### src/source/nn_seq_pkg.sv
package nn_seq_pkg;

    ///////////////////////////////
    // Forward engine FSM
    ///////////////////////////////

    localparam int STATE_BITS = 3;
    localparam int STEP_BITS  = 2;

    localparam logic [STATE_BITS-1:0] ST_IDLE   = 3'd0;  // Waiting for a full sample
    localparam logic [STATE_BITS-1:0] ST_HIDDEN = 3'd1;  // Hidden layer MACs
    localparam logic [STATE_BITS-1:0] ST_RELU   = 3'd2;
    localparam logic [STATE_BITS-1:0] ST_OUTPUT = 3'd3;  // Output neuron MACs
    localparam logic [STATE_BITS-1:0] ST_DONE   = 3'd4;  // Result pulse

    // Last step of each MAC stage
    // Hidden stage walks the four inputs
    localparam logic [STEP_BITS-1:0] HIDDEN_LAST_STEP = 2'd3;
    // Output stage walks the three hidden neurons
    localparam logic [STEP_BITS-1:0] OUTPUT_LAST_STEP = 2'd2;

endpackage

### src/source/nn_num_pkg.sv
package nn_num_pkg;

    // Signed fixed point, 16-bit words with 8 fraction bits
    localparam int WORD_BITS = 16;
    localparam int FRAC_BITS = 8;

    // Layer sizes
    localparam int INPUTS = 4;
    localparam int HIDDEN = 3;
    localparam int INPUT_IDX_BITS = $clog2(INPUTS);  // Word counter of the sample loader

    ///////////////////////////////
    // Arithmetic rule
    // A product is the full 32-bit signed product, shifted right arithmetically
    // by FRAC_BITS and truncated to its low WORD_BITS
    // Sums wrap modulo 2**WORD_BITS
    ///////////////////////////////

    // Sign and magnitude body, used by the ReLU
    typedef struct packed {
        logic                 sign;
        logic [WORD_BITS-2:0] body;
    } fix_fields_s;

    // One data or weight word, read as a number or as its fields
    typedef union packed {
        logic signed [WORD_BITS-1:0] value;  // MAC operand
        fix_fields_s                 fields;
    } fix_word_u;

endpackage
### src/source/nn_top.sv
`timescale 1ns/1ps

module nn_top import nn_num_pkg::*; (
    input  logic      clk,
    input  logic      rst_n,
    input  logic      in_valid_d,
    input  logic      in_valid_w1,
    input  logic      in_valid_w2,
    input  fix_word_u data_point,
    input  fix_word_u weight1,
    input  fix_word_u weight2,
    output logic      out_valid,
    output fix_word_u out
);

    fix_word_u sample [INPUTS];
    logic      sample_ready;
    fix_word_u w1 [HIDDEN][INPUTS];
    fix_word_u w2 [HIDDEN];

    // Both loaders run side by side
    sample_loader sample_loader_i (
        .clk          (clk),
        .rst_n        (rst_n),
        .in_valid_d   (in_valid_d),
        .data_point   (data_point),
        .sample       (sample),
        .sample_ready (sample_ready)
    );

    weight_loader weight_loader_i (
        .clk         (clk),
        .rst_n       (rst_n),
        .in_valid_w1 (in_valid_w1),
        .weight1     (weight1),
        .in_valid_w2 (in_valid_w2),
        .weight2     (weight2),
        .w1          (w1),
        .w2          (w2)
    );

    forward_engine forward_engine_i (
        .clk          (clk),
        .rst_n        (rst_n),
        .sample       (sample),
        .sample_ready (sample_ready),
        .w1           (w1),
        .w2           (w2),
        .out_valid    (out_valid),
        .out          (out)
    );

endmodule

### src/source/forward_engine.sv
`timescale 1ns/1ps

module forward_engine
    import nn_num_pkg::*;
    import nn_seq_pkg::*;
(
    input  logic      clk,
    input  logic      rst_n,
    input  fix_word_u sample [INPUTS],
    input  logic      sample_ready,
    input  fix_word_u w1 [HIDDEN][INPUTS],
    input  fix_word_u w2 [HIDDEN],
    output logic      out_valid,
    output fix_word_u out
);

    logic [STATE_BITS-1:0] state;
    logic [STEP_BITS-1:0]  step;  // Input index, then hidden index

    fix_word_u acc [HIDDEN];  // Hidden neuron sums
    fix_word_u act [HIDDEN];  // After ReLU
    fix_word_u out_acc;

    // Fixed point product, truncated back to one word
    function automatic logic signed [WORD_BITS-1:0] fix_mul(
        input logic signed [WORD_BITS-1:0] a,
        input logic signed [WORD_BITS-1:0] b
    );
        logic signed [2*WORD_BITS-1:0] prod;
        prod    = a * b;
        fix_mul = WORD_BITS'(prod >>> FRAC_BITS);
    endfunction

    // Negative sums clip to zero
    function automatic fix_word_u relu(input fix_word_u h);
        fix_word_u r;
        r = h;
        if (h.fields.sign) begin
            r = '0;
        end
        return r;
    endfunction

    //////////////////////////////
    // FSM
    //////////////////////////////

    always_ff @(posedge clk or negedge rst_n) begin
        if (!rst_n) begin
            state <= ST_IDLE;
            step  <= '0;
        end else begin
            case (state)
                ST_IDLE: begin
                    if (sample_ready) begin
                        state <= ST_HIDDEN;
                        step  <= '0;
                    end
                end
                ST_HIDDEN: begin
                    if (step == HIDDEN_LAST_STEP) begin
                        state <= ST_RELU;
                        step  <= '0;
                    end else begin
                        step <= step + 1'b1;
                    end
                end
                ST_RELU: state <= ST_OUTPUT;
                ST_OUTPUT: begin
                    if (step == OUTPUT_LAST_STEP) begin
                        state <= ST_DONE;
                        step  <= '0;
                    end else begin
                        step <= step + 1'b1;
                    end
                end
                ST_DONE: state <= ST_IDLE;  // One cycle only
                default: state <= ST_IDLE;
            endcase
        end
    end

    //////////////////////////////
    // Datapath
    //////////////////////////////

    always_ff @(posedge clk) begin
        case (state)
            ST_IDLE: begin
                if (sample_ready) begin  // Fresh sums for a new sample
                    for (int j = 0; j < HIDDEN; j++) begin
                        acc[j] <= '0;
                    end
                    out_acc <= '0;
                end
            end
            ST_HIDDEN: begin
                // All three neurons take input word step together
                for (int j = 0; j < HIDDEN; j++) begin
                    acc[j].value <= acc[j].value
                                  + fix_mul(sample[step].value, w1[j][step].value);
                end
            end
            ST_RELU: begin
                for (int j = 0; j < HIDDEN; j++) begin
                    act[j] <= relu(acc[j]);
                end
            end
            ST_OUTPUT: begin
                out_acc.value <= out_acc.value + fix_mul(act[step].value, w2[step].value);
            end
            default: ;
        endcase
    end

    // Result register, zero outside the pulse
    always_ff @(posedge clk or negedge rst_n) begin
        if (!rst_n) begin
            out_valid <= 1'b0;
            out       <= '0;
        end else if (state == ST_DONE) begin
            out_valid <= 1'b1;
            out       <= out_acc;
        end else begin
            out_valid <= 1'b0;
            out       <= '0;
        end
    end

    out_pulse_a: assert property (
        @(posedge clk) disable iff (!rst_n) out_valid |=> !out_valid
    );
    out_idle_zero_a: assert property (
        @(posedge clk) disable iff (!rst_n) !out_valid |-> (out.value == '0)
    );

endmodule

### src/source/weight_loader.sv
`timescale 1ns/1ps

module weight_loader import nn_num_pkg::*; (
    input  logic      clk,
    input  logic      rst_n,
    input  logic      in_valid_w1,
    input  fix_word_u weight1,
    input  logic      in_valid_w2,
    input  fix_word_u weight2,
    output fix_word_u w1 [HIDDEN][INPUTS],
    output fix_word_u w2 [HIDDEN]
);

    ////////////////////////////////
    // First layer, twelve word chain
    ////////////////////////////////

    // Row 0 column 0 is the head, new words enter at row 2 column 3
    always_ff @(posedge clk or negedge rst_n) begin
        if (!rst_n) begin
            for (int j = 0; j < HIDDEN; j++) begin
                for (int k = 0; k < INPUTS; k++) begin
                    w1[j][k] <= '0;
                end
            end
        end else if (in_valid_w1) begin
            for (int j = 0; j < HIDDEN; j++) begin
                for (int k = 0; k < INPUTS - 1; k++) begin
                    w1[j][k] <= w1[j][k+1];
                end
                // Last column pulls from the start of the next row
                if (j < HIDDEN - 1) begin
                    w1[j][INPUTS-1] <= w1[j+1][0];
                end
            end
            w1[HIDDEN-1][INPUTS-1] <= weight1;
        end
    end

    ////////////////////////////////
    // Second layer, three word chain
    ////////////////////////////////

    always_ff @(posedge clk or negedge rst_n) begin
        if (!rst_n) begin
            for (int j = 0; j < HIDDEN; j++) begin
                w2[j] <= '0;
            end
        end else if (in_valid_w2) begin
            for (int j = 0; j < HIDDEN - 1; j++) begin
                w2[j] <= w2[j+1];
            end
            w2[HIDDEN-1] <= weight2;  // Newest word
        end
    end

    // Weight sets are loaded one at a time
    one_chain_a: assert property (
        @(posedge clk) disable iff (!rst_n) !(in_valid_w1 && in_valid_w2)
    );

endmodule

### src/source/sample_loader.sv
`timescale 1ns/1ps

module sample_loader import nn_num_pkg::*; (
    input  logic      clk,
    input  logic      rst_n,
    input  logic      in_valid_d,
    input  fix_word_u data_point,
    output fix_word_u sample [INPUTS],
    output logic      sample_ready
);

    logic [INPUT_IDX_BITS-1:0] count;  // Words of the current sample

    // Shift register, oldest word ends in position 0
    always_ff @(posedge clk) begin
        if (in_valid_d) begin
            for (int i = 0; i < INPUTS - 1; i++) begin
                sample[i] <= sample[i+1];
            end
            sample[INPUTS-1] <= data_point;
        end
    end

    always_ff @(posedge clk or negedge rst_n) begin
        if (!rst_n) begin
            count        <= '0;
            sample_ready <= 1'b0;
        end else begin
            sample_ready <= 1'b0;
            if (in_valid_d) begin
                if (count == INPUT_IDX_BITS'(INPUTS - 1)) begin
                    count        <= '0;
                    sample_ready <= 1'b1;  // Fourth word captured
                end else begin
                    count <= count + 1'b1;
                end
            end
        end
    end

    // Ready is a pulse, never a level
    ready_pulse_a: assert property (
        @(posedge clk) disable iff (!rst_n) sample_ready |=> !sample_ready
    );

endmodule

### config.mk
export PLATFORM = sky130hd
export DESIGN_NAME = nn_top
export DESIGN_NICKNAME = d
export VERILOG_FILES = /design/src/source/nn_seq_pkg.sv /design/src/source/nn_num_pkg.sv /design/src/source/nn_top.sv /design/src/source/forward_engine.sv /design/src/source/weight_loader.sv /design/src/source/sample_loader.sv
export SDC_FILE = /design/constraint.sdc
export NUM_CORES = 2
export LEC_CHECK = 0
export BUFFER_PORTS_ARGS = -buffer_cell sky130_fd_sc_hd__buf_4
export CORE_UTILIZATION = 25
export DETAILED_ROUTE_END_ITERATION = 7
export PLACE_DENSITY = 0.42
export SYNTH_ARGS = -nofsm -noshare
export SYNTH_HDL_FRONTEND = slang
export SYNTH_SLANG_ARGS = --single-unit
export TNS_END_PERCENT = 50
### constraint.sdc
create_clock -name clk -period 14.3 [get_ports clk]
set_input_delay 3.575 -clock clk [delete_from_list [all_inputs] [get_ports clk]]
set_output_delay 3.575 -clock clk [all_outputs]
set_load 0.01 [all_outputs]
---- Word level (Yosys, flattened, before mapping) ----
Memory sizes are Yosys's and may differ from the RTL's.
Index checks and enable logic that the tools add are counted.
word-level totals
  output and inout bits ................... 17
  bits in writable memories ............... 96
  word-level logic and storage cells ...... 105
  input bits .............................. 53
  memories ................................ 2
  flip-flop bits (word level) ............. 345
memory list
  memory                depth  bits a word  read ports  clocked after Yosys merged registers in  write ports  line                  source
  forward_engine_i.acc  3      16           3           0                                        3            forward_engine.sv:20  fix_word_u acc [HIDDEN];
  forward_engine_i.act  3      16           1           0                                        3            forward_engine.sv:21  fix_word_u act [HIDDEN];
cells by class
  add/subtract/negate cells ............... 6
  equality and inequality tests ........... 10
  order comparisons ....................... 1
  reductions and logical operators ........ 6
  muxes and demuxes ....................... 46
  multipliers ............................. 4
  bitwise operators ....................... 4
operator list
  cell                   count
  $mux W16               18
  $bmux W16 S2           5
  $mul A16 B16 Y24       4
  $add A16 B16 Y16       4
  $mux W15               3
  $pmux W16 S2           1
  $pmux W3 S4            1
  $mux W1                10
  $mux W3                3
  $mux W2                4
  $eq A2 B2 Y1 const B   3
  $eq A3 B2 Y1 const B   2
  $pmux W2 S3            1
  $add A2 B1 Y2 const B  2
  $ne A2 B1 Y1 const B   2
  $reduce_and A2 Y1      2
  $eq A3 B1 Y1 const B   1
  $eq A3 B3 Y1 const B   1
  $ge A3 B3 Y1 const B   1
  $logic_not A3 Y1       1
  $not A2 Y3             1
  $or A1 B1 Y1           3
  $reduce_and A3 Y1      1
  $reduce_bool A3 Y1     1
  2 further kinds        2

---- Longest topological paths before layout ----
  depth in word-level cells ............... 7
  gate-level depth with buffers ........... 42
  mapped depth without buffers ............ 34

---- By module ----
A second synthesis with hierarchy kept.
unflattened totals
  cells, all modules ...................... 4907
  area total of the unflattened synthesis .. 49814.0 um^2
by module, submodules not included
  module          area each (um^2)  cells each  times used  seq. area each (um^2)
  forward_engine  38787.2           4329        1           3823.7
  weight_loader   8978.6            506         1           6005.8
  sample_loader   2048.2            72          1           1996.9

---- Worst setup path before layout ----
OpenSTA, ideal clock, no wires.
  path type ............................... register to register
  start point ............................. register forward_engine_i.step[1]
  end point ............................... memory forward_engine_i.acc[0][31] (netlist bit), data pin
  clock period less this slack ............ 9.048 ns
  data required time ...................... 14.043 ns
  stages on the path, launching flop included .. 37
  path buffers ............................ 7
  arrival time ............................ 8.790 ns
  path slack .............................. 5.252 ns
  setup time .............................. 0.257 ns
  path through ............................ dfrtp_1 > buf_4 > buf_6 > buf_4 > buf_2 > buf_2 > buf_1 > mux2_2 > o21ai_1 > clkbuf_1 > nor2_1 > fa_1 > inv_1 > fa_1 > fa_1 > fa_1 > inv_1 > fa_1 > inv_1 > fa_1 > inv_1 > ha_1 > nor3_1 > o21bai_1 > a21oi_1 > a21oi_1 > a21oi_1 > xnor2_1 > ha_1 > and3_1 > a311o_1 > a21oi_1 > o21bai_1 > a31o_2 > a31o_2 > a21oi_1 > nor3b_2
RTL lines
  element                   line                  source
  start: declaration        forward_engine.sv:18  logic [STEP_BITS-1:0] step;
  start signal: assignment  forward_engine.sv:65  step <= step + 1'b1;
  start signal: assignment  forward_engine.sv:74  step <= step + 1'b1;
  end: declaration          forward_engine.sv:20

==> flow_summary.yaml <==
place:
  gp_congestion: 0.8417
  io_buffers: 69
  dp.final_hpwl_microns: 109100
detailed_routing:
  drc_errors: 0
  firstDrtPassIters: 5
  ant_nets: 0
  via_count: 33160
  vias_per_cell: 4.363
  totalWireLength_microns: 142300
  wire_per_inst_microns: 18.72
  drtIter0Drc: 1815
clock_tree:
  cts-root-buf: "clkbuf_16"
  cts_max_path_buffers: 3
  cts_hold_buf: 0
  numClockSinks: 438
  cts_setup_buffers: 0
  htreeDepth: 2
  cts_resized: 0
  numCtsBuffers: 52
  cts_tree: "yes"
  insertion_delay_ns: 0.64
  path_clk_slew_ns: 0.06
min_path:
  whs_path_depth: 0
  hold_start: "sample_loader_i.sample[19]"
  holdPathEnd: "sample_loader_i.sample[35]"
  min_path_type: "reg -> reg"
synth:
  synth_area_sq_mm: 0.04967
  synthCells: 4899
  synth.area.top_cells: "fa_1 29%, dfrtp_1 13%, edfxtp_1 10%"
  syn_nets: 6033
  synth-edff-count: 173
  ys_ff_latch: 438
  ys_types: 82
  yosysTopAreaCell: "fa_1"
  ys.flop_type: "dfrtp_1"
  synth.most_common_cell: "inv_1"
  yosys_warnings: 0
  synth_top_area_share_pct: 29.14
  seq_area_frac_synth_pct: 23.81
  syn_area_per_cell_sq_um: 10.14
  synth_common_cells: "979 x inv_1, 723 x fa_1, 548 x nand2_1"
  async_flop_share_pct: 60.50
floorplan:
  initial_core_util_pct: 25.16
  core_area_sq_mm: 0.1974
  dieArea_sq_mm: 0.2005
  num_rows: 163
  die_h_microns: 447.7
  top_level_ports: 70
  die_x_microns: 447.7
finish:
  layout.nets: 6050
  area_growth_pct: 10.69
  drive_above_1_share_pct: 12.18
setup_path:
  r2r-end: "forward_engine_i.acc[0][31]"
  slowest_delay_ns: 0.90
  crit_fanout: 83
  crit_top_cell: "fa_1"
  cp_data_required_time_ns: 14.66
  cp_slowest_cell: "dfrtp_4"
  rr_worst_depth: 30
  cp-end-kind: "register"
  r2r-start: "forward_engine_i.step[1]"
  crit_path_start_kind: "register"
  crit_type: "reg -> reg"
  reg2reg_slack_ns: 4.62
  crit_arrival_ns: 10.05
sta:
  fmax_mhz: 103.3
  tightest_slew_ns: 1.148
  slew_violations: 0
  setup_viol: 0
  tns_ns: 0
  period_needed_ns: 9.681
  hold_viol: 0
  fin_crit_sh_pct: 67.70
  rsz0062_at_grt: "no"
  relSlewSlack_pct: 23.16
  skew_ns: 0.02823
global_routing:
  grt_max_degree: 131
  grt.total_usage_pct: 14.66
  overflow: 0
  antenna_found_initial: 0
  grt_pass1_vias: 35890
  grt_pass1_wl_microns: 222500
outcome:
  status: "finished, final reports clean"
job:
  drv_cap: 0
[layout make-up]
type	instances	area [sq um]
repair buffers	143	1125
inverters	980	3679
clock inverters	16	95.09
fillers	21030	142400
well taps	2640	3303
clock buffers	79	1484
flip-flops and latches	438	11830
diodes	3	7.507
multi-input cells	3301	33450
[critical path: cells and delay by family, from the launching register on]
| kind | cells | cell delay [ns] |
|---|---|---|
| buffers and inverters | 5 | 0.95 |
| multiplexers | 1 | 0.55 |
| AND/OR/NAND/NOR | 6 | 0.98 |
| AO/OA/AOI/OAI | 9 | 2.02 |
| XOR/XNOR | 1 | 0.22 |
| flip-flops | 1 | 0.90 |
| adder cells (fa/ha/maj) | 8 | 3.47 |
[per-stage QoR]
stage	cells	hold slack [ns]	utilization [%]	setup slack, ns	instance area (sq um)
2_1_floorplan	4899	0.4204	-	5.252	49670
3_3_place_gp	7502	0.4326	27.05	4.633	53400
3_5_place_dp	7502	0.4373	27.05	4.622	53400
4_1_cts	7597	0.4462	27.85	4.583	54970
5_1_grt	7597	0.4599	27.85	4.029	54970
6_report	7600	0.4456	27.85	4.619	54980
[cell families (layout without fill, tap and decap cells)]
logic type | after synthesis | after routing | synth area share, %
fa+ha+maj | 1081 | 1081 | 38.16
simple gates | 1315 | 1315 | 11.43
flops | 438 | 438 | 23.81
mux | 402 | 402 | 10.00
xor+xnor | 179 | 179 | 3.229
buf+inv | 1160 | 1218 | 9.071
other cells | 0 | 3 | 0
compound gates | 324 | 324 | 4.305
[cell usage in the layout (no fill, tap or decap), types with 4 or more instances in the layout]
cell,Yosys,routed
or3_1,12,12
xor2_1,49,49
nand4_1,5,5
clkbuf_8,0,7
o21bai_1,8,8
and2_1,98,98
o41ai_1,5,5
nor2_1,463,462
o21ai_4,0,5
a2bb2oi_2,4,4
mux4_2,43,43
mux2i_1,79,79
o21ai_1,35,28
nand2_1,548,547
nor3_1,35,35
fa_1,723,723
clkbuf_16,0,53
and3_1,10,10
a21o_1,48,48
xnor2_1,126,126
clkinv_1,0,4
o21ai_2,1,8
o21ai_0,63,58
nand2b_1,27,26
mux2_2,276,276
clkinv_2,0,5
clkbuf_1,134,20
o21a_2,1,4
buf_4,8,138
or2_2,17,17
a21oi_1,67,65
o21a_1,33,30
edfxtp_1,173,173
a31oi_1,10,10
a211oi_1,11,11
nand3_1,20,20
dfrtp_1,265,263
nor2b_1,63,62
inv_1,979,979
ha_1,358,358
[routing by layer]
layer	global-route usage (%)	wire, microns	vias to the layer above
met1	19.77	64920	17190
met4	2.492	2314	0
met5	0	0	-
met2	25.59	69950	568
met3	1.384	5098	127
li1	-	-	15280
[how the worst max path moves through the flow]
stage	from	to	slack, ns	cells past startpoint
detailed placement	forward_engine_i.step[0]	forward_engine_i.acc[0][31]	4.62	30
global placement	forward_engine_i.step[0]	forward_engine_i.acc[0][31]	4.63	30
CTS	forward_engine_i.step[0]	forward_engine_i.acc[0][31]	4.58	30
finish	forward_engine_i.step[1]	forward_engine_i.acc[0][31]	4.62	30
global route	forward_engine_i.step[0]	forward_engine_i.acc[0][15]	4.03	33
floorplan	forward_engine_i.step[1]	forward_engine_i.acc[0][31]	5.25	36
[sequential cells by signal, indices dropped and copies added, names as in the netlist]
| register | count |
|---|---|
| sample_loader_i.sample | 64 |
| forward_engine_i.out_acc | 16 |
| forward_engine_i.state | 3 |
| forward_engine_i.out | 16 |
| forward_engine_i.step | 2 |
| forward_engine_i.acc | 48 |
| forward_engine_i.out_valid | 1 |
| sample_loader_i.sample_ready | 1 |
| sample_loader_i.count | 2 |
| weight_loader_i.w2 | 48 |
| weight_loader_i.w1 | 192 |
| forward_engine_i.act | 45 |
Power is not shown: default switching activity piles up to over one toggle a cycle in this logic, so the estimate is an artifact.
